**config.mk**
```make
export PLATFORM = sky130hd
export DESIGN_NAME = req_credit_top
export DESIGN_NICKNAME = d
export VERILOG_FILES = /design/src/hw/bus_cfg_pkg.sv /design/src/hw/req_types_pkg.sv /design/src/hw/meta_slice.sv /design/src/hw/req_credit_gate.sv /design/src/hw/req_credit_top.sv /design/src/hw/req_merge.sv
export SDC_FILE = /design/constraint.sdc
export NUM_CORES = 1
export LEC_CHECK = 0
export BUFFER_PORTS_ARGS = -buffer_cell sky130_fd_sc_hd__buf_4
export CAP_MARGIN = 20
export CORE_UTILIZATION = 50
export CTS_BUF_LIST = sky130_fd_sc_hd__clkbuf_4 sky130_fd_sc_hd__clkbuf_8
export DETAILED_ROUTE_END_ITERATION = 10
export PLACE_DENSITY = 0.82
export SKIP_CTS_REPAIR_TIMING = 1
export SLEW_MARGIN = 0
export SYNTH_ARGS = -nofsm -noshare
export SYNTH_HDL_FRONTEND = slang
export SYNTH_SLANG_ARGS = --single-unit
export TNS_END_PERCENT = 20
```
**constraint.sdc**
```tcl
create_clock -name aclk -period 11.6 [get_ports aclk]
set_input_delay 0.58 -clock aclk [delete_from_list [all_inputs] [get_ports aclk]]
set_output_delay 0.58 -clock aclk [all_outputs]
set_load 0.05 [all_outputs]
```
**src/hw/bus_cfg_pkg.sv**
```systemverilog
`default_nettype none

package bus_cfg_pkg;

    ////////////////////////////////////////////////////////////////////
    // Data bus geometry
    ////////////////////////////////////////////////////////////////////

    // Width of one data beat in bits
    parameter int DATA_BITS = 512;
    // Bytes per beat as a power of two, 64 bytes gives 6
    parameter int BEAT_LOG_BITS = $clog2(DATA_BITS / 8);

    ////////////////////////////////////////////////////////////////////
    // Request field widths
    ////////////////////////////////////////////////////////////////////

    // Byte count minus one
    parameter int LEN_BITS = 16;
    parameter int VADDR_BITS = 48;
    // Largest burst is 2**BLEN_BITS beats
    parameter int BLEN_BITS = 6;
    // Region identifier
    parameter int ID_BITS = 4;

endpackage

`default_nettype wire

```
**src/hw/req_types_pkg.sv**
```systemverilog
`default_nettype none

package req_types_pkg;

    ////////////////////////////////////////////////////////////////////
    // Source side requests
    ////////////////////////////////////////////////////////////////////

    // Write request, last marks the final chunk of a transfer
    typedef struct packed {
        logic [bus_cfg_pkg::VADDR_BITS-1:0] vaddr;
        logic [bus_cfg_pkg::LEN_BITS-1:0]   len;
        logic [bus_cfg_pkg::ID_BITS-1:0]    id;
        logic                               last;
    } wr_req_t;

    // Read request
    typedef struct packed {
        logic [bus_cfg_pkg::VADDR_BITS-1:0] vaddr;
        logic [bus_cfg_pkg::LEN_BITS-1:0]   len;
        logic [bus_cfg_pkg::ID_BITS-1:0]    id;
    } rd_req_t;

    ////////////////////////////////////////////////////////////////////
    // Merged stream
    ////////////////////////////////////////////////////////////////////

    // Opcode tag on the shared path
    typedef enum logic [0:0] {
        OP_RD = 1'b0,
        OP_WR = 1'b1
    } req_op_t;

    // Tagged request, last always zero for reads
    typedef struct packed {
        req_op_t                            op;
        logic [bus_cfg_pkg::VADDR_BITS-1:0] vaddr;
        logic [bus_cfg_pkg::LEN_BITS-1:0]   len;
        logic [bus_cfg_pkg::ID_BITS-1:0]    id;
        logic                               last;
    } req_t;

endpackage

`default_nettype wire

```
**src/hw/meta_slice.sv**
```systemverilog
`default_nettype none

module meta_slice #(
    parameter type REQ_T = req_types_pkg::rd_req_t
) (
    input  logic aclk,
    input  logic aresetn,

    // Upstream side
    input  logic s_valid,
    output logic s_ready,
    input  REQ_T s_data,

    // Downstream side
    output logic m_valid,
    input  logic m_ready,
    output REQ_T m_data
);

    // Output entry and skid entry
    logic out_valid, skid_valid;
    logic out_valid_n, skid_valid_n;
    logic in_ready;
    REQ_T out_data, skid_data;

    // Output entry free or leaving this cycle
    logic out_free;
    assign out_free = ~out_valid | m_ready;

    always_comb begin
        out_valid_n = out_valid;
        skid_valid_n = skid_valid;
        if (out_free) begin
            // Skid entry drains first, else take the new request
            out_valid_n = skid_valid | (s_valid & in_ready);
            skid_valid_n = 1'b0;
        end else if (s_valid && in_ready) begin
            // Output stalled, park it
            skid_valid_n = 1'b1;
        end
    end

    always_ff @(posedge aclk) begin
        if (aresetn == 1'b0) begin
            out_valid <= 1'b0;
            skid_valid <= 1'b0;
            in_ready <= 1'b0;
        end else begin
            out_valid <= out_valid_n;
            skid_valid <= skid_valid_n;
            // Registered ready, breaks the path from m_ready
            in_ready <= ~skid_valid_n;
        end
    end

    // Payload path
    always_ff @(posedge aclk) begin
        if (out_free) begin
            out_data <= skid_valid ? skid_data : s_data;
        end else if (s_valid && in_ready) begin
            skid_data <= s_data;
        end
    end

    assign s_ready = in_ready;
    assign m_valid = out_valid;
    assign m_data = out_data;

endmodule

`default_nettype wire

```
**src/hw/req_credit_gate.sv**
```systemverilog
`default_nettype none

module req_credit_gate #(
    parameter type REQ_T = req_types_pkg::rd_req_t,
    parameter int CREDITS_INIT = 0
) (
    input  logic aclk,
    input  logic aresetn,

    // Incoming requests
    input  logic s_valid,
    output logic s_ready,
    input  REQ_T s_data,

    // One beat credit per high cycle
    input  logic xfer,

    // Gated requests
    output logic m_valid,
    input  logic m_ready,
    output REQ_T m_data
);

    // Counter holds up to twice the largest burst
    localparam int CNT_BITS = bus_cfg_pkg::BLEN_BITS + 1;

    ////////////////////////////////////////////////////////////////////
    // Credit counter
    ////////////////////////////////////////////////////////////////////

    logic [CNT_BITS-1:0] cnt, cnt_n;
    logic                xfer_q;

    // Beats of the pending request
    logic [bus_cfg_pkg::LEN_BITS-1:0] len_beats;
    logic [CNT_BITS-1:0]              n_beats;

    // Slice side
    logic slice_ready;
    logic take;

    always_comb begin
        // Full beats minus one, from the byte count minus one
        len_beats = s_data.len >> bus_cfg_pkg::BEAT_LOG_BITS;
        n_beats = len_beats[CNT_BITS-1:0] + CNT_BITS'(1);
    end

    // Release only when the counter covers the whole request
    assign take = s_valid & slice_ready & (cnt >= n_beats);
    assign s_ready = slice_ready & (cnt >= n_beats);

    always_comb begin
        // Returned credit is always added
        cnt_n = cnt + {{(CNT_BITS-1){1'b0}}, xfer_q};
        // Accepted request consumes its beats
        if (take) begin
            cnt_n = cnt_n - n_beats;
        end
    end

    always_ff @(posedge aclk) begin
        if (aresetn == 1'b0) begin
            cnt <= CNT_BITS'(CREDITS_INIT);
            xfer_q <= 1'b0;
        end else begin
            cnt <= cnt_n;
            // Credit usable one cycle after the pulse
            xfer_q <= xfer;
        end
    end

    ////////////////////////////////////////////////////////////////////
    // Output register slice
    ////////////////////////////////////////////////////////////////////

    meta_slice #(
        .REQ_T(REQ_T)
    ) u_slice (
        .aclk   (aclk),
        .aresetn(aresetn),
        .s_valid(take),
        .s_ready(slice_ready),
        .s_data (s_data),
        .m_valid(m_valid),
        .m_ready(m_ready),
        .m_data (m_data)
    );

endmodule

`default_nettype wire

```
**src/hw/req_credit_top.sv**
```systemverilog
`default_nettype none

module req_credit_top #(
    parameter int RD_BUF_BEATS = 32
) (
    input  logic                                aclk,
    input  logic                                aresetn,

    // Write requests
    input  logic                                wr_req_valid,
    output logic                                wr_req_ready,
    input  logic [bus_cfg_pkg::VADDR_BITS-1:0]  wr_req_vaddr,
    input  logic [bus_cfg_pkg::LEN_BITS-1:0]    wr_req_len,
    input  logic [bus_cfg_pkg::ID_BITS-1:0]     wr_req_id,
    input  logic                                wr_req_last,

    // Read requests
    input  logic                                rd_req_valid,
    output logic                                rd_req_ready,
    input  logic [bus_cfg_pkg::VADDR_BITS-1:0]  rd_req_vaddr,
    input  logic [bus_cfg_pkg::LEN_BITS-1:0]    rd_req_len,
    input  logic [bus_cfg_pkg::ID_BITS-1:0]     rd_req_id,

    // Beat credits from the data buffers
    input  logic                                wr_xfer,
    input  logic                                rd_xfer,

    // Merged request stream
    output logic                                m_req_valid,
    input  logic                                m_req_ready,
    output req_types_pkg::req_op_t              m_req_op,
    output logic [bus_cfg_pkg::VADDR_BITS-1:0]  m_req_vaddr,
    output logic [bus_cfg_pkg::LEN_BITS-1:0]    m_req_len,
    output logic [bus_cfg_pkg::ID_BITS-1:0]     m_req_id,
    output logic                                m_req_last
);

    req_types_pkg::wr_req_t wr_req_in, wr_req_g;
    req_types_pkg::rd_req_t rd_req_in, rd_req_g;
    req_types_pkg::req_t    m_req;
    logic wr_g_valid, wr_g_ready;
    logic rd_g_valid, rd_g_ready;

    ////////////////////////////////////////////////////////////////////
    // Field packing
    ////////////////////////////////////////////////////////////////////

    assign wr_req_in.vaddr = wr_req_vaddr;
    assign wr_req_in.len = wr_req_len;
    assign wr_req_in.id = wr_req_id;
    assign wr_req_in.last = wr_req_last;

    assign rd_req_in.vaddr = rd_req_vaddr;
    assign rd_req_in.len = rd_req_len;
    assign rd_req_in.id = rd_req_id;

    // Writes wait for landed beats
    req_credit_gate #(
        .REQ_T       (req_types_pkg::wr_req_t),
        .CREDITS_INIT(0)
    ) u_wr_gate (
        .aclk   (aclk),
        .aresetn(aresetn),
        .s_valid(wr_req_valid),
        .s_ready(wr_req_ready),
        .s_data (wr_req_in),
        .xfer   (wr_xfer),
        .m_valid(wr_g_valid),
        .m_ready(wr_g_ready),
        .m_data (wr_req_g)
    );

    // Reads start with the whole read buffer free
    req_credit_gate #(
        .REQ_T       (req_types_pkg::rd_req_t),
        .CREDITS_INIT(RD_BUF_BEATS)
    ) u_rd_gate (
        .aclk   (aclk),
        .aresetn(aresetn),
        .s_valid(rd_req_valid),
        .s_ready(rd_req_ready),
        .s_data (rd_req_in),
        .xfer   (rd_xfer),
        .m_valid(rd_g_valid),
        .m_ready(rd_g_ready),
        .m_data (rd_req_g)
    );

    req_merge u_merge (
        .aclk    (aclk),
        .aresetn (aresetn),
        .wr_valid(wr_g_valid),
        .wr_ready(wr_g_ready),
        .wr_data (wr_req_g),
        .rd_valid(rd_g_valid),
        .rd_ready(rd_g_ready),
        .rd_data (rd_req_g),
        .m_valid (m_req_valid),
        .m_ready (m_req_ready),
        .m_data  (m_req)
    );

    // Output unpacking
    assign m_req_op = m_req.op;
    assign m_req_vaddr = m_req.vaddr;
    assign m_req_len = m_req.len;
    assign m_req_id = m_req.id;
    assign m_req_last = m_req.last;

endmodule

`default_nettype wire

```
**src/hw/req_merge.sv**
```systemverilog
`default_nettype none

module req_merge (
    input  logic aclk,
    input  logic aresetn,

    // Gated writes
    input  logic                     wr_valid,
    output logic                     wr_ready,
    input  req_types_pkg::wr_req_t   wr_data,

    // Gated reads
    input  logic                     rd_valid,
    output logic                     rd_ready,
    input  req_types_pkg::rd_req_t   rd_data,

    // Tagged output
    output logic                     m_valid,
    input  logic                     m_ready,
    output req_types_pkg::req_t      m_data
);

    ////////////////////////////////////////////////////////////////////
    // Arbitration
    ////////////////////////////////////////////////////////////////////

    // Set when the last grant went to writes
    logic last_wr;
    logic out_valid;
    logic load;
    logic grant_wr, grant_rd;
    req_types_pkg::req_t sel_req;
    req_types_pkg::req_t out_data;

    // Output register empty or draining
    assign load = ~out_valid | m_ready;

    // Writes win unless reads are waiting and writes went last
    assign grant_wr = wr_valid & (~rd_valid | ~last_wr);
    assign grant_rd = rd_valid & ~grant_wr;

    assign wr_ready = load & grant_wr;
    assign rd_ready = load & grant_rd;

    // Tag the winner
    always_comb begin
        sel_req.op = req_types_pkg::OP_RD;
        sel_req.vaddr = rd_data.vaddr;
        sel_req.len = rd_data.len;
        sel_req.id = rd_data.id;
        // No last on reads
        sel_req.last = 1'b0;
        if (grant_wr) begin
            sel_req.op = req_types_pkg::OP_WR;
            sel_req.vaddr = wr_data.vaddr;
            sel_req.len = wr_data.len;
            sel_req.id = wr_data.id;
            sel_req.last = wr_data.last;
        end
    end

    ////////////////////////////////////////////////////////////////////
    // Output register
    ////////////////////////////////////////////////////////////////////

    always_ff @(posedge aclk) begin
        if (aresetn == 1'b0) begin
            out_valid <= 1'b0;
            last_wr <= 1'b0;
        end else if (load) begin
            out_valid <= grant_wr | grant_rd;
            // Pointer moves only on a grant
            if (grant_wr || grant_rd) begin
                last_wr <= grant_wr;
            end
        end
    end

    always_ff @(posedge aclk) begin
        if (load) begin
            out_data <= sel_req;
        end
    end

    assign m_valid = out_valid;
    assign m_data = out_data;

endmodule

`default_nettype wire

```
==> parameters.txt, run 1 <==
Parameter                              Value

Run status
  Result of the run    complete, no violations

Setup path
  Worst setup EP type    flip-flop
  Maximum fanout encountered on the critical timing path    slightly above 60
  CP startpoint kind    primary input
  Arrival time reported for the critical path endpoint    4.19 ns
  CP Data Required Time    11.81 ns
  Crit Path Category    in -> reg

Power and ir drop
  Internal power    2.14 mW
  VDD IR max    between 0.07 and 0.08 mV
  Total Power Consumption    between 2 and 3 mW
  Net Switching    ~0.64 mW
  Static leakage    6.68 nW
  Power per standard cell area    around 150 nW/um^2
  Relative contribution of the clock network to total power    37.6%
  Net switching share of the total power    23.1%
  Power share of the combinational group    slightly above 8%
  Sequential cell fraction of total power    54.3%

Route
  Mean routed wirelength per cell    between 20 and 25 um
  Post-route DRC    0
  First-pass detailed-route iteration total    5
  Post-route ant nets    0
  Routed wire length    approximately 31000 um
  Violation count after the first detailed-routing iteration    460
  Via density per instance    5.37
  Vias after detailed routing    8160

Synthesis
  Cell type with the largest total area after synthesis    sky130_fd_sc_hd__edfxtp_1
  Yosys synthesis warning count    0
  Post-synthesis cell area    between 10000 and 15000 um^2
  Most used DFF post-synth    sky130_fd_sc_hd__edfxtp_1
  Mapped Nets    998
  Cell variety after synth    between 50 and 60
  Instance count of the mapped netlist    between 800 and 900
  Leading cell types by total area after synthesis    sky130_fd_sc_hd__edfxtp_1, sky130_fd_sc_hd__mux2_2, sky130_fd_sc_hd__dfxtp_1
  Share of the synthesized area in the top cell type    between 60% and 70%
  Mean cell area of the mapped netlist    roughly 18 um^2
  #FFs+latches synth    approximately 370
  Number of enable-type register cells in the synthesized netlist    344
  Proportion of synthesized flip-flops having asynchronous set or reset    0%
  Sequential area share after synthesis    between 70% and 80%

Timing
  Shortest clock period the worst path allows after layout    3.98 ns
  Worst Max-Slew Pin Slew    approximately 1.1 ns
  Setup_tns    0 ns
  Skew final    roughly 0.022 ns
  # setup viols final    0
  Minimum setup slack in the final design    7.62 ns
  Unrepaired setup endpoints after global routing    false
  Slew HR    about a quarter
  Achievable clock frequency    251 MHz
  Max-slew violation count    0
  Period utilisation layout    roughly a third
  Final hold viol count    0

Floorplan
  Rows    62
  Placeable Area    28900 um^2
  Die height    174 um
  Die Footprint    between 30000 and 40000 um^2
  Number of top-level design ports    around 220
  Die Width    roughly 170 um
  Starting density of the core    51.3%

Final layout
  Number of nets in the finished design    1253
  Antenna Diode Count    0
  Layout overhead on the synthesized area    21.8%
  Fraction of final layout cells sized beyond drive strength 1    a little under half
  Layout fillers    around 2000
  Cell Count, Final, Fillers Out    roughly 1500

Clock network
  Deepest level of the CTS H-tree    2
  CTS tree    built
  Clock latency at the later pin of the worst-skew pair    about 0.60 ns
  Inserted Clock Buffers    57
  Clock transition at path regs    0.06 ns
  Maximum buffer depth of the clock tree    3
  Clock root cell    sky130_fd_sc_hd__clkbuf_8
  Sink count of the clock tree    368

Run
  Total of max-cap violations    0

GRT
  GRT Total Usage    roughly a fifth
  Number of antenna violations at the first check in global routing    0
  Largest net degree at the start of global routing    74
  Global-route wire length before repair    47800 um
  Vias in the first global route    approximately 8600
  Global route overflow    0

Placement
  Total instance count after detailed placement    1412
  Placer's final routability congestion estimate    about 0.9
  Placement Setup Slack    ~7.0 ns
  DPL Wire Length    19100 um
  Number of input and output port buffers inserted    roughly 220

Min path
  Path class of the lowest-slack min-delay path    in -> reg
[critical path: stages]
cell and delay [ns]:
sky130_fd_sc_hd__buf_4 0.13, sky130_fd_sc_hd__ha_1 0.22, sky130_fd_sc_hd__nand3_1 0.15, sky130_fd_sc_hd__nor2_1 0.08
sky130_fd_sc_hd__xnor2_1 0.42, sky130_fd_sc_hd__ha_1 0.34, sky130_fd_sc_hd__or3_1 0.14, sky130_fd_sc_hd__o22ai_1 0.08
sky130_fd_sc_hd__a211oi_2 0.27, sky130_fd_sc_hd__nand4_1 0.53, sky130_fd_sc_hd__nor2_4 0.43, sky130_fd_sc_hd__buf_4 0.78
[power by group through the flow]
stage | clock (mW) | sequential, mW | combinational (mW)
4_1_cts | 1.07 | 1.51 | 0.226
6_report | 1.04 | 1.51 | 0.225
2_1_floorplan | 0 | 1.59 | 0.0792
3_3_place_gp | 0 | 1.53 | 0.219
3_5_place_dp | 0 | 1.54 | 0.224
5_1_grt | 1.12 | 1.51 | 0.241
[cell usage in the layout (no fill, tap or decap), types with 3 or more instances in the layout]
cell type / instances
sky130_fd_sc_hd__edfxtp_1: 344
sky130_fd_sc_hd__buf_4: 222
sky130_fd_sc_hd__mux2_2: 202
sky130_fd_sc_hd__clkbuf_8: 60
sky130_fd_sc_hd__clkinv_1: 22
sky130_fd_sc_hd__dfxtp_1: 22
sky130_fd_sc_hd__nand2_1: 20
sky130_fd_sc_hd__ha_1: 20
sky130_fd_sc_hd__nor2_1: 19
sky130_fd_sc_hd__inv_1: 17
sky130_fd_sc_hd__xnor2_1: 15
sky130_fd_sc_hd__nand3_1: 13
sky130_fd_sc_hd__o21ai_0: 13
sky130_fd_sc_hd__nor3_1: 13
sky130_fd_sc_hd__clkinv_2: 13
sky130_fd_sc_hd__a21oi_1: 12
sky130_fd_sc_hd__xor2_1: 11
sky130_fd_sc_hd__clkbuf_4: 11
sky130_fd_sc_hd__o21a_1: 7
sky130_fd_sc_hd__and2_1: 6
sky130_fd_sc_hd__a211oi_1: 4
sky130_fd_sc_hd__nor2b_1: 3
sky130_fd_sc_hd__o211ai_1: 3
sky130_fd_sc_hd__o31ai_1: 3
sky130_fd_sc_hd__mux2i_1: 3
[path summary, 6_finish.rpt]
check,start,endpoint,slack (ns),cells after the start
max,rd_req_len[6],u_rd_gate.u_slice.skid_data[28],7.62,12
min,wr_req_vaddr[41],u_wr_gate.u_slice.skid_data[62],0.16,1
max reg2reg,u_rd_gate.cnt[0],u_rd_gate.u_slice.skid_data[28],8.14,9
min reg2reg,u_merge.last_wr,u_merge.last_wr,0.50,2
[through the flow]
step / utilization, % / cell area (um^2) / hold slack [ns]
floorplan: - / 14800 / 0.433
global placement: 58.6 / 16900 / 0.478
detailed placement: 58.6 / 17000 / 0.489
CTS: 62.5 / 18100 / 0.122
global route: 62.5 / 18100 / 0.126
finish: 62.5 / 18100 / 0.164
[cell type report]
type | count | area [um^2] | share of cell area, %
well taps | 384 | 480 | 2.66
multi-input cells | 419 | 3910 | 21.6
clock inverters | 37 | 206 | 1.14
repair buffers | 223 | 1690 | 9.37
inverters | 18 | 67.6 | 0.374
clock buffers | 71 | 908 | 5.02
flip-flops and latches | 368 | 10800 | 59.8
[metal layers]
metal  track usage [%]  vias to the layer above  wire (um)
li1                  -                     3759          -
met1              27.3                     4081      13100
met2              34.0                      274      15200
met3              4.27                       46       1960
met4              6.43                        0        588
met5                 0                        -          0
[cells in the mapped netlist (all sizes together) (6+ instances only)]
cell type	count
xnor2	15
mux2	202
nand3	13
a21oi	12
nand2	22
xor2	12
ha	20
inv	17
dfxtp	24
nor3	13
and2	7
a211oi	6
o21a	7
o21ai	15
edfxtp	344
nor2	22
clkbuf	25
[state kept, by name, summed over array words and instances (netlist names)]
register	cells
u_wr_gate.u_slice.m_valid	1
u_rd_gate.u_slice.s_ready	1
u_rd_gate.u_slice.m_data	68
u_rd_gate.u_slice.skid_valid	1
u_wr_gate.xfer_q	1
u_wr_gate.u_slice.skid_valid	1
u_wr_gate.u_slice.s_ready	1
u_merge.m_valid	1
u_merge.m_data	70
u_rd_gate.xfer_q	1
u_wr_gate.cnt	7
u_rd_gate.cnt	7
u_merge.last_wr	1
u_wr_gate.u_slice.skid_data	69
u_rd_gate.u_slice.m_valid	1
u_rd_gate.u_slice.skid_data	68
u_wr_gate.u_slice.m_data	69
[cells by family after synthesis]
family	Yosys count	synth area share (%)
simple gates	98	3.42
fa+ha+maj	25	2.17
xor+xnor	27	1.64
flops	368	72.8
buf+inv	45	1.16
mux	205	15.5
compound gates	64	3.25
(Power assumes the default switching activity.)
==> run 2: changes to the inputs <==
PLACE_DENSITY = 0.85   (was 0.82)
clock period = 3.6 ns   (was 11.6 ns; I/O delays follow)
==> parameters.txt, run 2 (synthesized netlist as in run 1, its figures left out) <==
Parameter                              Value

Run status
  Result of the run    complete, no violations

Setup path
  Crit-path slowest cell    sky130_fd_sc_hd__dlygate4sd3_1
  CP Data Required Time    between 3 and 4 ns
  Critical path's largest stage delay    0.54 ns
  CP startpoint kind    primary input
  Maximum fanout encountered on the critical timing path    36
  Worst setup EP type    flip-flop
  Arrival time reported for the critical path endpoint    3.44 ns
  Crit Path Category    in -> reg
  Cells along the critical path    dlygate4sd3_1, buf_4, ha_1, nand3_1, nor2_1, xor2_1, inv_1, ha_1, nor2_1, a21oi_1, o311ai_4, or2_4, nor2_4, buf_12

Route
  Post-route DRC    0
  Routed wire length    ~35000 um
  Violation count after the first detailed-routing iteration    600
  Mean routed wirelength per cell    approximately 21 um
  Vias after detailed routing    8847
  Via density per instance    between 5 and 6
  First-pass detailed-route iteration total    5
  Post-route ant nets    0

GRT
  Largest net degree at the start of global routing    between 70 and 80
  Global route overflow    0
  Vias in the first global route    between 8000 and 9000
  Number of antenna violations at the first check in global routing    0
  Global-route wire length before repair    around 48000 um
  GRT Total Usage    between 20 and 25%

Final layout
  Layout overhead on the synthesized area    31.9%
  Most frequent standard cell in the layout excluding fill and tap cells    sky130_fd_sc_hd__edfxtp_1
  Number of nets in the finished design    approximately 1400
  Max reg flops    70
  Cell Count, Final, Fillers Out    about 1700
  Antenna Diode Count    0
  Highest-count cells in the layout ignoring fill and taps    sky130_fd_sc_hd__edfxtp_1, sky130_fd_sc_hd__buf_4, sky130_fd_sc_hd__mux2_2, sky130_fd_sc_hd__dlygate4sd3_1, sky130_fd_sc_hd__clkbuf_8
  Design Area, Final    19600 um^2
  Fraction of final layout cells sized beyond drive strength 1    a little over two fifths

Power and ir drop
  Power per standard cell area    ~470 nW/um^2
  Static leakage    7.30 nW
  Sequential cell fraction of total power    between 50% and 60%
  Net Switching    2.10 mW
  VDD IR max    ~0.30 mV
  Net switching share of the total power    between 20 and 25%
  Relative contribution of the clock network to total power    between 30% and 40%
  Power share of the combinational group    9.6%
  Total Power Consumption    between 9 and 10 mW
  Internal power    7.03 mW

Timing
  # setup viols final    0
  Worst Max-Slew Pin Slew    roughly 1.1 ns
  Unrepaired setup endpoints after global routing    false
  Max-slew violation count    0
  Period utilisation layout    about nine tenths
  Slew HR    between 20% and 30%
  Minimum setup slack in the final design    about 0.41 ns
  Shortest clock period the worst path allows after layout    3.19 ns
  Achievable clock frequency    around 310 MHz
  Final hold viol count    0
  Skew final    between 0.04 and 0.05 ns

Placement
  DPL Wire Length    a little under 20000 um
  Placed cell area    between 15000 and 20000 um^2
  Number of input and output port buffers inserted    216
  Placement Setup Slack    ~0.40 ns
  Total instance count after detailed placement    ~1400
  Placer's final routability congestion estimate    ~0.8

Floorplan
  Die Footprint    ~30000 um^2
  Number of top-level design ports    ~220
  Rows    between 60 and 70
  Die height    approximately 170 um
  Starting density of the core    about half
  Die Width    174 um
  Placeable Area    28900 um^2

Run
  Total of max-cap violations    0

Clock network
  Inserted Clock Buffers    55
  Deepest level of the CTS H-tree    2
  Clock root cell    sky130_fd_sc_hd__clkbuf_8
  Clock transition at path regs    around 0.060 ns
  CTS tree    built
  Sink count of the clock tree    approximately 370
  Clock latency at the later pin of the worst-skew pair    around 0.60 ns
  Maximum buffer depth of the clock tree    3

Min path
  Path class of the lowest-slack min-delay path    in -> reg
run 2: worst max-delay path: cells and delay by family:
family	cells	cell delay [ns]
xor gates and xnor gates	1	0.31
AOI/OAI and AO/OA	2	0.39
buffers and inverters	4	1.02
adders and majority gates	2	0.46
and+or+nand+nor	5	1.03
run 2: metrics by stage:
step / hold WS, ns / util (%) / setup TNS (ns)
4_1_cts: -0.268 / 62.6 / 0
3_5_place_dp: 0.369 / 58.9 / 0
3_3_place_gp: 0.367 / 58.9 / 0
2_1_floorplan: 0.279 / - / -20.77
6_report: 0.139 / 67.6 / 0
5_1_grt: 0.111 / 67.6 / 0
run 2: power by group through the flow:
stage	registers (mW)	logic, mW	clock network (mW)
finish	4.87	0.872	3.39
global route	4.88	0.925	3.65
CTS	4.86	0.729	3.42
detailed placement	4.95	0.723	0
global placement	4.94	0.706	0
floorplan	5.11	0.256	0
run 2: area by class of cell:
| type | count | area (um^2) |
|---|---|---|
| Tap cell | 384 | 480 |
| Clock buffer | 81 | 965 |
| Clock inverter | 20 | 126 |
| Inverter | 18 | 67.6 |
| Timing Repair Buffer | 371 | 3210 |
| Fill cell | 1795 | 9360 |
| Multi-Input combinational cell | 419 | 3910 |
| Sequential cell | 368 | 10800 |
run 2: routing by layer:
| layer | track usage (%) | up-vias | routed length [um] |
|---|---|---|---|
| met4 | 6.18 | 0 | 590 |
| met2 | 35.0 | 298 | 18900 |
| li1 | - | 4047 | - |
| met5 | 0 | - | 0 |
| met3 | 3.43 | 46 | 1870 |
| met1 | 27.6 | 4456 | 14100 |
run 2: worst paths after layout:
check	startpoint	end	slack, ns	cells past startpoint
setup / recovery	wr_req_len[7]	u_wr_gate.u_slice.skid_data[68]	0.41	14
hold / removal	wr_req_valid	u_wr_gate.cnt[4]	0.14	5
setup reg to reg	u_wr_gate.cnt[0]	u_wr_gate.cnt[6]	0.80	11
hold reg to reg	u_merge.last_wr	u_merge.last_wr	0.50	2
==> run 3: changes to the inputs <==
CORE_UTILIZATION = 30   (was 50)
PLACE_DENSITY = 0.6   (was 0.85)
RECOVER_POWER = 100   (was default)
REMOVE_ABC_BUFFERS = 1   (was default)
==> parameters.txt, run 3 (synthesized netlist as in run 1, its figures left out) <==
Parameter                              Value

Timing
  Unrepaired setup endpoints after global routing    false
  Max-slew violation count    86
  Slew HR    -59.8%
  Hold Slack    about 0.048 ns
  Shortest clock period the worst path allows after layout    around 3.3 ns
  Skew final    ~0.027 ns
  Worst Max-Slew Pin Slew    2.40 ns
  Achievable clock frequency    308 MHz
  # setup viols final    0
  Final hold viol count    0
  Period utilisation layout    90.3%

Floorplan
  Die Width    224 um
  Rows    81
  Starting density of the core    between 30% and 40%
  Placeable Area    just under 50000 um^2
  Die Footprint    ~50000 um^2
  Die height    around 220 um
  Number of top-level design ports    approximately 220

Route
  First-pass detailed-route iteration total    5
  Post-route DRC    0
  Mean routed wirelength per cell    around 18 um
  Vias after detailed routing    ~8800
  Post-route ant nets    0
  Routed wire length    35900 um
  Via density per instance    between 4 and 5
  Violation count after the first detailed-routing iteration    330

Final layout
  Cell Count, Final, Fillers Out    1961
  Most frequent standard cell in the layout excluding fill and tap cells    sky130_fd_sc_hd__edfxtp_1
  Fraction of final layout cells sized beyond drive strength 1    around a third
  Max reg flops    70
  Design Area, Final    around 20000 um^2
  Number of nets in the finished design    1413
  Layout overhead on the synthesized area    32.2%
  Highest-count cells in the layout ignoring fill and taps    sky130_fd_sc_hd__edfxtp_1, sky130_fd_sc_hd__mux2_2, sky130_fd_sc_hd__dlygate4sd3_1, sky130_fd_sc_hd__clkbuf_1, sky130_fd_sc_hd__clkbuf_4
  Antenna Diode Count    0
  Final core area utilization    between 40% and 50%

Placement
  Number of input and output port buffers inserted    around 220
  Placed cell area    roughly 17000 um^2
  Placer's final routability congestion estimate    0.842
  Total instance count after detailed placement    1698
  DPL Wire Length    around 21000 um

GRT
  Global route overflow    0
  Number of antenna violations at the first check in global routing    0
  Vias in the first global route    8757
  Largest net degree at the start of global routing    72
  Global-route wire length before repair    roughly 52000 um
  GRT Total Usage    between 10 and 15%

Setup path
  CP startpoint kind    flip-flop
  Critical register-to-register path startpoint    u_rd_gate.u_slice.m_valid
  Depth of the most critical reg-to-reg path    3
  Crit Path Category    reg -> reg
  Capture instance of the worst register-to-register path    u_merge.m_data[64]
  Flop-to-flop setup slack    roughly 0.35 ns
  CP Data Required Time    between 3 and 4 ns
  Maximum fanout encountered on the critical timing path    34
  Worst setup EP type    flip-flop
  Arrival time reported for the critical path endpoint    approximately 3.6 ns

Clock network
  Deepest level of the CTS H-tree    3
  Clock latency at the later pin of the worst-skew pair    between 0.6 and 0.7 ns
  Clock transition at path regs    roughly 0.060 ns
  Sink count of the clock tree    about 370
  CTS tree    built
  Clock root cell    sky130_fd_sc_hd__clkbuf_8
  Inserted Clock Buffers    67
  Maximum buffer depth of the clock tree    3

Power and ir drop
  Total Power Consumption    9.68 mW
  Static leakage    6.94 nW
  Power per standard cell area    slightly below 500 nW/um^2
  VDD IR max    ~0.24 mV

Run status
  Result of the run    finished with violations
  Violated checks    capacitance limit, slew limit

Min path
  Cell depth of the worst min-delay path    5
  Path class of the lowest-slack min-delay path    in -> reg
  Min-Delay Endpoint    u_wr_gate.cnt[2]
  Start point of the worst hold path    wr_req_valid

Run
  Total of max-cap violations    3
-- run 3: area by class of cell --
class | count | area (um^2)
clock inverters | 24 | 200
fillers | 4624 | 29200
clock buffers | 95 | 1150
inverters | 18 | 67.6
flip-flops and latches | 368 | 10800
well taps | 664 | 831
repair buffers | 373 | 2700
multi-input cells | 419 | 3870
-- run 3: stage by stage --
stage          worst slack, ns  setup TNS, ns
3_5_place_dp             0.401              0
5_1_grt                  0.143              0
2_1_floorplan            -7.37       -1750.74
3_3_place_gp             0.434              0
6_report                 0.350              0
4_1_cts                  0.789              0
-- run 3: layer usage --
metal | share of wire, % | up-vias | wire [um] | GRT usage, %
met4 | 3.0 | 0 | 1090 | 6.17
li1 | - | 4080 | - | -
met3 | 6.0 | 75 | 2140 | 4.68
met1 | 45 | 4379 | 16200 | 18.0
met2 | 46 | 241 | 16500 | 21.5
met5 | 0 | - | 0 | 0
-- run 3: how the worst max path moves through the flow --
stage,startpoint,end,slack [ns],depth (start not counted)
3_3_place_gp,wr_req_len[6],u_wr_gate.u_slice.skid_data[57],0.43,13
4_1_cts,u_wr_gate.cnt[0],u_wr_gate.cnt[6],0.79,11
6_report,u_rd_gate.u_slice.m_valid,u_merge.m_data[64],0.35,3
5_1_grt,wr_req_len[7],wr_req_ready,0.14,12
3_5_place_dp,wr_req_len[6],u_wr_gate.u_slice.skid_data[31],0.40,13
2_1_floorplan,u_wr_gate.u_slice.m_valid,u_rd_gate.u_slice.skid_data[0],-7.37,4
-- run 3: where the power goes --
group          total [mW]  switching [mW]  internal (mW)
sequential           4.86          0.0452           4.82
combinational       0.782           0.429          0.352
clock                4.03            1.80           2.23
-- run 3: critical path, stage by stage, from the launching register on --
cell	delay, ns
sky130_fd_sc_hd__dfxtp_1	0.35
sky130_fd_sc_hd__a21boi_0	0.36
sky130_fd_sc_hd__clkbuf_1	1.73
sky130_fd_sc_hd__mux2_2	0.47
